===== src/logic/coreDataPkg.sv =====
package coreDataPkg;

	// datapath and register file sizes.
	localparam int wordBits    = 16;
	localparam int regCount    = 16;
	localparam int regAddrBits = 4;

	localparam int aluFuncBits = 4; // width of an ALU function code.

	// ALU function codes.
	localparam logic [aluFuncBits-1:0] aluMove = 4'd0;  // pass operand A.
	localparam logic [aluFuncBits-1:0] aluClrC = 4'd1;
	localparam logic [aluFuncBits-1:0] aluSetC = 4'd2;
	localparam logic [aluFuncBits-1:0] aluClrZ = 4'd3;
	localparam logic [aluFuncBits-1:0] aluSetZ = 4'd4;
	localparam logic [aluFuncBits-1:0] aluClrS = 4'd5;
	localparam logic [aluFuncBits-1:0] aluSetS = 4'd6;
	localparam logic [aluFuncBits-1:0] aluAdd  = 4'd7;  // sets C, Z and S.
	localparam logic [aluFuncBits-1:0] aluSub  = 4'd8;  // C holds the borrow.

	// codes 9 and 10 stay reserved for multiply.

	localparam logic [aluFuncBits-1:0] aluAnd  = 4'd11; // logic ops touch Z only.
	localparam logic [aluFuncBits-1:0] aluOr   = 4'd12;
	localparam logic [aluFuncBits-1:0] aluXor  = 4'd13;

	// rotates go through the carry flag.
	localparam logic [aluFuncBits-1:0] aluRol  = 4'd14;
	localparam logic [aluFuncBits-1:0] aluRor  = 4'd15;

endpackage


===== src/logic/coreIsaPkg.sv =====
package coreIsaPkg;

	localparam int instrBits = 16; // one instruction word.
	localparam int opBits    = 4;
	localparam int immBits   = 8;  // load-immediate payload, zero extended.

	// field positions inside the instruction word.
	localparam int opHi   = 15;
	localparam int opLo   = 12;
	localparam int dstHi  = 11;
	localparam int dstLo  = 8;
	localparam int srcAHi = 7;
	localparam int srcALo = 4;
	localparam int srcBHi = 3;
	localparam int srcBLo = 0;

	// the immediate overlaps both source fields.
	localparam int immHi  = 7;
	localparam int immLo  = 0;

	// opcodes.
	localparam logic [opBits-1:0] opMov  = 4'd0;
	localparam logic [opBits-1:0] opClrC = 4'd1;
	localparam logic [opBits-1:0] opSetC = 4'd2;
	localparam logic [opBits-1:0] opClrZ = 4'd3;
	localparam logic [opBits-1:0] opSetZ = 4'd4;
	localparam logic [opBits-1:0] opClrS = 4'd5;
	localparam logic [opBits-1:0] opSetS = 4'd6;
	localparam logic [opBits-1:0] opAdd  = 4'd7;
	localparam logic [opBits-1:0] opSub  = 4'd8;
	localparam logic [opBits-1:0] opCmp  = 4'd9;  // sub without writeback.
	localparam logic [opBits-1:0] opLdi  = 4'd10; // move of the immediate.
	localparam logic [opBits-1:0] opAnd  = 4'd11;
	localparam logic [opBits-1:0] opOr   = 4'd12;
	localparam logic [opBits-1:0] opXor  = 4'd13;
	localparam logic [opBits-1:0] opRol  = 4'd14;
	localparam logic [opBits-1:0] opRor  = 4'd15;

	// decoded writeback control.
	localparam logic writeNone   = 1'b0;
	localparam logic writeResult = 1'b1;

endpackage


===== src/logic/regFile.sv =====
`timescale 1ns/1ps

module regFile (
	input  logic                                CLK,
	input  logic                                RSTb,
	input  logic [coreDataPkg::regAddrBits-1:0] rdAddrA,
	input  logic [coreDataPkg::regAddrBits-1:0] rdAddrB,
	input  logic                                wrEn,
	input  logic [coreDataPkg::regAddrBits-1:0] wrAddr,
	input  logic [coreDataPkg::wordBits-1:0]    wrData,
	output logic [coreDataPkg::wordBits-1:0]    rdDataA,
	output logic [coreDataPkg::wordBits-1:0]    rdDataB
);
	import coreDataPkg::*;

	logic [wordBits-1:0] regs [regCount];

	// all registers read zero after reset.
	always_ff @(posedge CLK) begin
		if (!RSTb) begin
			for (int i = 0; i < regCount; i++) begin
				regs[i] <= '0;
			end
		end else if (wrEn) begin
			regs[wrAddr] <= wrData;
		end
	end

	// two asynchronous read ports.
	assign rdDataA = regs[rdAddrA];
	assign rdDataB = regs[rdAddrB]; // same-cycle writes are handled by the bypass.

endmodule


===== src/logic/instrDecode.sv =====
`timescale 1ns/1ps

module instrDecode (
	input  logic                                CLK,
	input  logic                                RSTb,
	input  logic [coreIsaPkg::instrBits-1:0]    instr,
	input  logic                                instrValid,
	output logic [coreDataPkg::regAddrBits-1:0] rdAddrA,
	output logic [coreDataPkg::regAddrBits-1:0] rdAddrB,
	input  logic [coreDataPkg::wordBits-1:0]    rdDataA,
	input  logic [coreDataPkg::wordBits-1:0]    rdDataB,
	input  logic                                wrEn,
	input  logic [coreDataPkg::regAddrBits-1:0] wrAddr,
	input  logic [coreDataPkg::wordBits-1:0]    wrData,
	output logic [coreDataPkg::wordBits-1:0]    opA,
	output logic [coreDataPkg::wordBits-1:0]    opB,
	output logic [coreDataPkg::aluFuncBits-1:0] aluFunc,
	output logic [coreDataPkg::regAddrBits-1:0] execDest,
	output logic                                execWrite,
	output logic                                execValid
);
	import coreDataPkg::*;
	import coreIsaPkg::*;

	logic [opBits-1:0]      opcode;
	logic [aluFuncBits-1:0] funcNext;
	logic                   writeNext;
	logic                   immSel;   // operand A comes from the immediate.
	logic [wordBits-1:0]    immWord;
	logic                   bypassA;
	logic                   bypassB;

	assign opcode = instr[opHi:opLo];

	// opcode to ALU function and writeback.
	always_comb begin
		funcNext  = aluMove;
		writeNext = writeResult;
		case (opcode)
			opMov:  funcNext = aluMove;
			opLdi:  funcNext = aluMove; // immediate is steered onto operand A.
			opAdd:  funcNext = aluAdd;
			opSub:  funcNext = aluSub;
			opCmp: begin
				funcNext  = aluSub;
				writeNext = writeNone;  // flags only.
			end
			opAnd:  funcNext = aluAnd;
			opOr:   funcNext = aluOr;
			opXor:  funcNext = aluXor;
			opRol:  funcNext = aluRol;
			opRor:  funcNext = aluRor;
			default: begin
				// the six flag instructions map one to one onto ALU codes 1 to 6.
				funcNext  = opcode;
				writeNext = writeNone;
			end
		endcase
	end

	always_ff @(posedge CLK) begin
		if (!RSTb) begin
			execValid <= 1'b0;
			execWrite <= writeNone;
			aluFunc   <= aluMove;
			immSel    <= 1'b0;
		end else begin
			execValid <= instrValid;
			if (instrValid) begin
				execWrite <= writeNext;
				aluFunc   <= funcNext;
				immSel    <= (opcode == opLdi);
			end
		end
	end

	// register fields and immediate.
	always_ff @(posedge CLK) begin
		if (instrValid) begin
			execDest <= instr[dstHi:dstLo];
			rdAddrA  <= instr[srcAHi:srcALo];
			rdAddrB  <= instr[srcBHi:srcBLo];
			immWord  <= {{(wordBits-immBits){1'b0}}, instr[immHi:immLo]};
		end
	end

	// the register file is read in the execute cycle, so the previous instruction's
	// result is still sitting on the write port and must be taken from there.
	assign bypassA = wrEn && (wrAddr == rdAddrA);
	assign bypassB = wrEn && (wrAddr == rdAddrB);

	assign opA = immSel ? immWord : (bypassA ? wrData : rdDataA);
	assign opB = bypassB ? wrData : rdDataB;

endmodule


===== src/logic/alu.sv =====
`timescale 1ns/1ps

module alu (
	input  logic                                CLK,
	input  logic                                RSTb,
	input  logic [coreDataPkg::wordBits-1:0]    opA,
	input  logic [coreDataPkg::wordBits-1:0]    opB,
	input  logic [coreDataPkg::aluFuncBits-1:0] aluFunc,
	input  logic                                execValid,
	output logic [coreDataPkg::wordBits-1:0]    aluOut,
	output logic                                C,  // carry.
	output logic                                Z,  // zero.
	output logic                                S   // sign.
);
	import coreDataPkg::*;

	logic [wordBits:0]   sum;   // extra bit is the carry out.
	logic [wordBits:0]   diff;  // extra bit is the borrow.
	logic [wordBits-1:0] andWord;
	logic [wordBits-1:0] orWord;
	logic [wordBits-1:0] xorWord;
	logic [wordBits-1:0] rolWord;
	logic [wordBits-1:0] rorWord;
	logic                cNext;
	logic                zNext;
	logic                sNext;

	assign sum  = {1'b0, opA} + {1'b0, opB};
	assign diff = {1'b0, opA} - {1'b0, opB};

	assign andWord = opA & opB;
	assign orWord  = opA | opB;
	assign xorWord = opA ^ opB;

	// rotate through carry.
	assign rolWord = {opA[wordBits-2:0], C};
	assign rorWord = {C, opA[wordBits-1:1]};

	always_comb begin
		// flags hold unless the function names them.
		cNext  = C;
		zNext  = Z;
		sNext  = S;
		aluOut = '0;
		case (aluFunc)
			aluMove: aluOut = opA;
			aluClrC: cNext = 1'b0;
			aluSetC: cNext = 1'b1;
			aluClrZ: zNext = 1'b0;
			aluSetZ: zNext = 1'b1;
			aluClrS: sNext = 1'b0;
			aluSetS: sNext = 1'b1;
			aluAdd: begin
				aluOut = sum[wordBits-1:0];
				cNext  = sum[wordBits];
				zNext  = ~|aluOut;
				sNext  = aluOut[wordBits-1];
			end
			aluSub: begin
				aluOut = diff[wordBits-1:0];
				cNext  = diff[wordBits];
				zNext  = ~|aluOut;
				sNext  = aluOut[wordBits-1];
			end
			aluAnd: begin
				aluOut = andWord;
				zNext  = ~|aluOut;
			end
			aluOr: begin
				aluOut = orWord;
				zNext  = ~|aluOut;
			end
			aluXor: begin
				aluOut = xorWord;
				zNext  = ~|aluOut;
			end
			aluRol: begin
				aluOut = rolWord;
				cNext  = opA[wordBits-1]; // msb falls out into carry.
			end
			aluRor: begin
				aluOut = rorWord;
				cNext  = opA[0];
			end
			default: aluOut = '0; // multiply codes, never issued.
		endcase
	end

	// flags move only for an instruction in execute.
	always_ff @(posedge CLK) begin
		if (!RSTb) begin
			C <= 1'b0;
			Z <= 1'b0;
			S <= 1'b0;
		end else if (execValid) begin
			C <= cNext;
			Z <= zNext;
			S <= sNext;
		end
	end

endmodule


===== src/logic/resultWrite.sv =====
`timescale 1ns/1ps

module resultWrite (
	input  logic                                CLK,
	input  logic                                RSTb,
	input  logic [coreDataPkg::wordBits-1:0]    aluOut,
	input  logic                                execValid,
	input  logic [coreDataPkg::regAddrBits-1:0] execDest,
	input  logic                                execWrite,
	output logic                                wrEn,
	output logic [coreDataPkg::regAddrBits-1:0] wrAddr,
	output logic [coreDataPkg::wordBits-1:0]    wrData,
	output logic [coreDataPkg::wordBits-1:0]    result,
	output logic [coreDataPkg::regAddrBits-1:0] resultReg,
	output logic                                resultValid
);
	logic writeback; // instruction in execute has a destination.

	assign writeback = execValid && execWrite;

	always_ff @(posedge CLK) begin
		if (!RSTb) begin
			wrEn <= 1'b0;
		end else begin
			wrEn <= writeback;
		end
	end

	// result register, loaded only for writing instructions.
	always_ff @(posedge CLK) begin
		if (writeback) begin
			wrData <= aluOut;
			wrAddr <= execDest;
		end
	end

	// the same register feeds the register file, the bypass and the core outputs.
	assign result      = wrData;
	assign resultReg   = wrAddr;
	assign resultValid = wrEn;    // one pulse per writeback.

endmodule


===== src/logic/execCore.sv =====
`timescale 1ns/1ps

module execCore (
	input  logic                                CLK,
	input  logic                                RSTb,
	input  logic [coreIsaPkg::instrBits-1:0]    instr,
	input  logic                                instrValid,
	output logic [coreDataPkg::wordBits-1:0]    result,
	output logic [coreDataPkg::regAddrBits-1:0] resultReg,
	output logic                                resultValid,
	output logic                                C,
	output logic                                Z,
	output logic                                S
);
	import coreDataPkg::*;

	// register file ports.
	logic [regAddrBits-1:0] rdAddrA;
	logic [regAddrBits-1:0] rdAddrB;
	logic [wordBits-1:0]    rdDataA;
	logic [wordBits-1:0]    rdDataB;
	logic                   wrEn;
	logic [regAddrBits-1:0] wrAddr;
	logic [wordBits-1:0]    wrData;

	// execute stage.
	logic [wordBits-1:0]    opA;
	logic [wordBits-1:0]    opB;
	logic [aluFuncBits-1:0] aluFunc;
	logic [regAddrBits-1:0] execDest;
	logic                   execWrite;
	logic                   execValid;
	logic [wordBits-1:0]    aluOut;

	instrDecode decode (
		.CLK(CLK), .RSTb(RSTb),
		.instr(instr), .instrValid(instrValid),
		.rdAddrA(rdAddrA), .rdAddrB(rdAddrB),
		.rdDataA(rdDataA), .rdDataB(rdDataB),
		.wrEn(wrEn), .wrAddr(wrAddr), .wrData(wrData),
		.opA(opA), .opB(opB), .aluFunc(aluFunc),
		.execDest(execDest), .execWrite(execWrite), .execValid(execValid)
	);

	regFile regs (
		.CLK(CLK), .RSTb(RSTb),
		.rdAddrA(rdAddrA), .rdAddrB(rdAddrB),
		.wrEn(wrEn), .wrAddr(wrAddr), .wrData(wrData),
		.rdDataA(rdDataA), .rdDataB(rdDataB)
	);

	alu execUnit (
		.CLK(CLK), .RSTb(RSTb),
		.opA(opA), .opB(opB), .aluFunc(aluFunc), .execValid(execValid),
		.aluOut(aluOut), .C(C), .Z(Z), .S(S)
	);

	resultWrite writeStage (
		.CLK(CLK), .RSTb(RSTb),
		.aluOut(aluOut), .execValid(execValid),
		.execDest(execDest), .execWrite(execWrite),
		.wrEn(wrEn), .wrAddr(wrAddr), .wrData(wrData),
		.result(result), .resultReg(resultReg), .resultValid(resultValid)
	);

endmodule


===== config.mk =====
export PLATFORM = sky130hd
export DESIGN_NAME = execCore
export DESIGN_NICKNAME = d
export VERILOG_FILES = /design/src/logic/coreDataPkg.sv /design/src/logic/coreIsaPkg.sv /design/src/logic/regFile.sv /design/src/logic/instrDecode.sv /design/src/logic/alu.sv /design/src/logic/resultWrite.sv /design/src/logic/execCore.sv
export SDC_FILE = /design/constraint.sdc
export NUM_CORES = 1
export LEC_CHECK = 0
export ABC_CLOCK_PERIOD_IN_PS = 12400
export BUFFER_PORTS_ARGS = -buffer_cell sky130_fd_sc_hd__buf_2
export CORE_ASPECT_RATIO = 2
export CORE_MARGIN = 2
export CORE_UTILIZATION = 55
export CTS_BUF_LIST = sky130_fd_sc_hd__clkbuf_2 sky130_fd_sc_hd__clkbuf_4 sky130_fd_sc_hd__clkbuf_8
export CTS_CLUSTER_DIAMETER = 60
export CTS_CLUSTER_SIZE = 40
export DETAILED_ROUTE_END_ITERATION = 10
export PLACE_DENSITY_LB_ADDON = 0.1
export SLEW_MARGIN = 5
export SYNTH_ARGS = -nofsm -noshare
export SYNTH_HDL_FRONTEND = slang
export SYNTH_SLANG_ARGS = --single-unit

===== constraint.sdc =====
create_clock -name CLK -period 12.4 [get_ports CLK]
set_clock_uncertainty 0.2 [all_clocks]
set_input_delay 0.62 -clock CLK [delete_from_list [all_inputs] [get_ports CLK]]
set_output_delay 0.62 -clock CLK [all_outputs]
set_load 0.05 [all_outputs]

# --- Word level (Yosys, flattened, before mapping) ---
# Memory sizes are Yosys's and may differ from the RTL's. A register that Yosys moved wholly into a read port is not among the register bits.
# Index checks and enable logic that the tools add are counted.
# W data, S select, Z words.
word_totals:
  latch_bits: 0
  mem_bits_rw: 256
  out_inout_bits: 24
  wordCells: 87
  mem_bits_ro: 0
  memories: 1
  in_bits: 19
  reg_bits: 51
memory_table:
  columns: ["memory", "words", "word_bits", "read_ports", "rd_ports_with_merged_regs", "wr", "line", "rtl"]
  rows:
  - ["regs.regs", 16, 16, 2, 2, 16, "regFile.sv:16", "logic [wordBits-1:0] regs [regCount];"]
op_classes:
  div_mod_pow: 0
  reduce_logical: 25
  n_bitwise: 3
  n_eq_ne: 24
  muxes: 18
  n_shift: 0
  n_mul: 0
  n_lt_le_gt_ge: 0
  n_addsub: 2
ops:
  columns: ["operator", "n"]
  rows:
  - ["$pmux W16 S8", 1]
  - ["$reduce_or A16 Y1", 6]
  - ["$mux W16", 4]
  - ["$eq A4 B4 Y1 const B", 14]
  - ["$pmux W4 S8", 1]
  - ["$eq A4 B3 Y1 const B", 5]
  - ["$add A16 B16 Y17", 1]
  - ["$sub A16 B16 Y17", 1]
  - ["$and A16 B16 Y16", 1]
  - ["$or A16 B16 Y16", 1]
  - ["$xor A16 B16 Y16", 1]
  - ["$mux W4", 3]
  - ["$reduce_or A9 Y1", 1]
  - ["$eq A4 B2 Y1 const B", 2]
  - ["$eq A4 B4 Y1", 2]
  - ["$logic_not A4 Y1", 2]
  - ["$pmux W1 S7", 1]
  - ["$reduce_bool A7 Y1", 1]
  - ["$mux W1", 6]
  - ["$pmux W1 S6", 1]
  - ["$reduce_and A2 Y1", 3]
  - ["$reduce_bool A6 Y1", 1]
  - ["$logic_not A1 Y1", 5]
  - ["$eq A4 B1 Y1 const B", 1]
  - ["4 further kinds", 7]

# --- Depth between registers and ports, before layout ---
depth:
  depth_word: 8
  ltp_mapped: 22

# --- Cells and area by module ---
# A second synthesis with hierarchy kept.
hier_totals:
  cells_unflattened: 1550
  hier_area_um2: 19102.1
by_module_without_submodules:
  columns: ["mod", "cells_each", "seq_area_each_um2", "area_per_inst_um2", "n_inst"]
  rows:
  - ["regFile", 859, 7687.4, 13538.0, 1]
  - ["alu", 502, 60.1, 3403.3, 1]
  - ["instrDecode", 145, 500.5, 1370.1, 1]
  - ["resultWrite", 44, 620.6, 790.8, 1]

# --- Least setup slack after synthesis ---
# No wires, ideal clock.
synth_path:
  kind: "register to register"
  from: "register writeStage.wrAddr, in the netlist writeStage.resultReg[1]"
  to: "register execUnit.Z"
  t_arrival_ps: 5253
  slack_ps: 6874
  stages_incl_launch_ff: 19
  setup_ps: 73
  synth_period_minus_slack_ps: 5526
  cell_sequence: "edfxtp_1 -> clkbuf_1 -> inv_1 -> a222oi_1 -> nor4b_2 -> clkbuf_1 -> mux2i_1 -> inv_1 -> ha_1 -> fa_1 -> a21o_1 -> a21oi_2 -> xnor2_1 -> nor4_1 -> nand4_1 -> or4_1 -> or4_1 -> or4_1 -> o211ai_2"
synth_between:
  elab_chain_len: 8
  elab_cells_between_ends: 23
synth_lines:
  columns: ["item", "line", "rtl"]
  rows:
  - ["start, declared", "resultWrite.sv:11", "output logic [coreDataPkg::regAddrBits-1:0] wrAddr,"]
  - ["start signal, assigned", "resultWrite.sv:33", "wrAddr <= execDest;"]
  - ["$eq A4 B4 Y1", "instrDecode.sv:89", "assign bypassA = wrEn && (wrAddr == rdAddrA);"]
  - ["$logic_and A1 B1 Y1", "instrDecode.sv:89", null]
  - ["$mux W16 (2 in series)", "instrDecode.sv:92", "assign opA = immSel ? immWord : (bypassA ? wrData : rdDataA);"]
  - ["$sub A16 B16 Y17, or another cell as far along", "alu.sv:29", "assign diff = {1'b0, opA} - {1'b0, opB};"]
  - ["$reduce_or A16 Y1 (on tied branches)", null, null]
  - ["$logic_not A1 Y1 (on tied branches)", null, null]
  - ["$pmux W1 S7 (*)", "alu.sv:45", "case (aluFunc)"]
  - ["end signal, assigned", "alu.sv:97", "Z <= zNext;"]
  - ["end, declared", "alu.sv:12", "output logic Z,"]
# Mark *: on every way between the ends. The rest lies on a longest branch, timed or not.
# A chain may end at the register's enable or synchronous reset.

==> out/qor.csv <==
stage,metric,value,unit
outcome,status,"complete, no violations",
timing,Slew Limit Fails,0,
logic_synthesis,Syn Std Cell Area,0.0190,mm²
route,DRT iter0 DRCs,1220,
logic_synthesis,top post-synthesis cells by area,"edfxtp_1 (46%), mux4_2 (17%), and2_1 (8.5%)",
timing,final hold violation count,0,
clock_tree,Setup Buffers After CTS,0,
logic_synthesis,Synth cell types,78,
logic_synthesis,top cell type's share of synthesized area,45.6,%
worst_setup_path,CP Capture Type,flip-flop,
floorplan,chip width,135,µm
timing,RSZ-0062 raised after global routing,no,
floorplan,Die Footprint,0.0361,mm²
clock_tree,H-Tree Level Count,1,
global_routing,pin count of the biggest net entering global routing,62,
route,vias per cell,6.79,
timing,fin crit share,59.1,%
layout,Multi-input gate area,0.00933,mm²
logic_synthesis,"EDFF count, synth",288,
floorplan,# IOs,43,
power_and_ir_drop,pwr/cell area,126,mW/mm²
logic_synthesis,post-synth top area cell,edfxtp_1,
global_routing,first-pass GRT wire length,88100,µm
timing,setup TNS,0,ns
logic_synthesis,Synth Register Bits,307,
global_routing,initial antenna violation count,2,
logic_synthesis,cell count after synthesis,1448,
clock_tree,CTS tree,yes,
clock_tree,clock sinks,307,
layout,Nets,1517,
logic_synthesis,Syn. warnings,0,
route,drt drc,0,
placed_design,dpl cells,1862,
layout,share of cells above drive strength 1,23.0,%
timing,relative slew slack,12.4,%
layout,fin cells,1899,
timing,final hold slack,0.0279,ns
floorplan,FP Rows,96,
timing,final setup vio count,0,
logic_synthesis,synthesized area per cell,13.1,µm²
logic_synthesis,register area share after synthesis,47.6,%
timing,Period minus WS final,7.32,ns
run,Max-Cap Viols,0,
floorplan,Initial Util,55.6,%
global_routing,number of global-route vias before repair,13300,
clock_tree,worst skew pair latency,0.63,ns
route,DR vias,12900,
clock_tree,clock buffer depth,3,
clock_tree,Clock Tree Root,clkbuf_8,
min_path,min-delay worst type,input port to flip-flop,
power_and_ir_drop,Tot Pwr,2540,µW
placed_design,PortBufs,42,
route,WL/cell,31.9,µm
placed_design,hpwl dp,42200,µm
layout,sequential cell area,0.00904,mm²
worst_setup_path,"Max FO, Critical Path",40,
power_and_ir_drop,VDD IR max,0.135,mV
clock_tree,CTS Buf Count,17,
global_routing,grt total ovfl,0,
layout,Area Growth Syn to Fin,5.93,%
placed_design,RD Place Congestion,0.960,
route,DRT Pass-1 Iters,7,
floorplan,Die Span Y,267,µm
logic_synthesis,"Net Count, Synth",1519,
worst_setup_path,worst path arrival time,7.68,ns
worst_setup_path,CP Data Required Time,12.75,ns
layout,number of fill cells,2819,
route,final wirelength,60600,µm
worst_setup_path,critical path class,flip-flop to flip-flop,
worst_setup_path,Setup crit start kind,flip-flop,
logic_synthesis,Most used DFF post-synth,edfxtp_1,
clock_tree,"Reg clk slew, reported paths",0.16,ns
route,remaining antenna violation count,0,
timing,Peak Freq,137,MHz
floorplan,core area,0.0341,mm²
logic_synthesis,Synth async-reset ratio,0,%
layout,Finished Core Util,58.9,%
timing,worst slew pin tran,1.31,ns
clock_tree,post-CTS resize count,0,
clock_tree,hold-fix buffer count after cts,6,
global_routing,GRT Util Overall,34.3,%
power_and_ir_drop,Leakage Power,0.00724,µW
==> final cells by class <==
type | count | share of cell area (%)
Antenna cell | 2 | 0.0249
Clock buffer | 18 | 1.20
Clock inverter | 11 | 0.891
Inverter | 53 | 0.990
Multi-Input combinational cell | 982 | 46.4
Sequential cell | 307 | 45.0
Tap cell | 441 | 2.75
Timing Repair Buffer | 85 | 2.73
==> cells in the mapped netlist, types with 13 or more instances <==
cell,n
inv_1,50
mux2_2,29
edfxtp_1,288
mux4_2,142
nand4_1,14
o221ai_1,15
clkbuf_1,64
mux4_1,14
nor2b_1,20
dfxtp_1,19
and2_1,259
nor2_1,63
xnor2_1,26
a211oi_1,13
nand2b_1,17
nand2_1,50
o21ai_0,54
buf_2,19
a21oi_1,47
ha_1,50
==> worst paths after layout <==
| check | cells past startpoint | startpoint | slack [ns] | to |
|---|---|---|---|---|
| max | 16 | flip-flop | 5.08 | execUnit.Z$_SDFFE_PN0P_ |
| min | 1 | instr[6] | 0.03 | decode.rdAddrA[2]$_DFFE_PP_ |
| max reg2reg | 16 | flip-flop | 5.08 | execUnit.Z$_SDFFE_PN0P_ |
| min reg2reg | 0 | decode.execDest[3]$_DFFE_PP_ | 0.24 | writeStage.resultReg[3]$_DFFE_PP_ |
==> cell families after synthesis <==
kind of cell	synth area share (%)
xor gates and xnor gates	1.48
adders and majority gates	3.51
DFF	47.6
and+or+nand+nor	14.4
muxes	21.3
buffers and inverters	3.75
AOI/OAI and AO/OA	7.88
==> routing by layer <==
metal  global-route usage [%]  part of all wire (%)  routed length (µm)  vias to the layer above
met5                        0                     0                   0                        -
met4                     25.3                   8.8                5330                        0
met3                     4.90                   6.4                3850                      230
met2                     59.5                    52               31600                      641
met1                     37.8                    33               19800                     6528
li1                         -                     -                   -                     5503
==> state kept, by name, summed over array words and instances, names as in the netlist, named ones only <==
register,count
decode.execWrite,1
writeStage.resultValid,1
decode.execDest,4
decode.rdAddrB,3
writeStage.result,16
decode.aluFunc,4
writeStage.resultReg,4
execUnit.Z,1
execUnit.S,1
execUnit.C,1
decode.immSel,1
regs.regs,256
decode.execValid,1
decode.immWord,1
decode.rdAddrA,4
==> where the power goes <==
group / internal [µW] / total, µW / leakage (µW) / switching (µW)
Clock: 161 / 539 / 0.000196 / 378
Sequential: 1170 / 1220 / 0.00310 / 47.3
Combinational: 307 / 781 / 0.00394 / 474
==> stage by stage <==
stage                     setup WS (ns)  cell area, µm²
after floorplan                    6.87           19000
after global placement             5.26           19600
after detailed placement           5.18           19600
after CTS                          5.14           20100
after global routing               4.71           20100
final                              5.08           20100
==> cell usage in the layout (no fill, tap or decap), drive strengths merged, types with 15 or more instances in the layout <==
cell,synthesis,layout
mux4,157,157
xnor2,26,26
o221ai,15,15
and2,259,259
nor2b,20,20
ha,50,50
nor2,63,63
inv,53,56
nand2b,17,17
edfxtp,288,288
buf,41,79
mux2,30,30
dfxtp,19,19
clkbuf,65,18
a21oi,51,51
o21ai,62,62
nand2,51,51
==> worst max-delay path: stages (launching register included) <==
cell and delay [ns]:
dfxtp_4 0.71, buf_4 0.69, mux4_2 0.61, mux4_2 0.53, mux2i_1 0.15, nor2_1 0.07, a21oi_2 0.23, inv_1 0.10
ha_1 0.25, o311ai_0 1.04, a21oi_1 0.37, a2111oi_2 0.75, xnor2_1 0.19, nand2_1 0.16, nor4_1 0.80, nand4_1 0.20
o211ai_2 0.16
No activity file was read; power rests on OpenSTA's default activity.
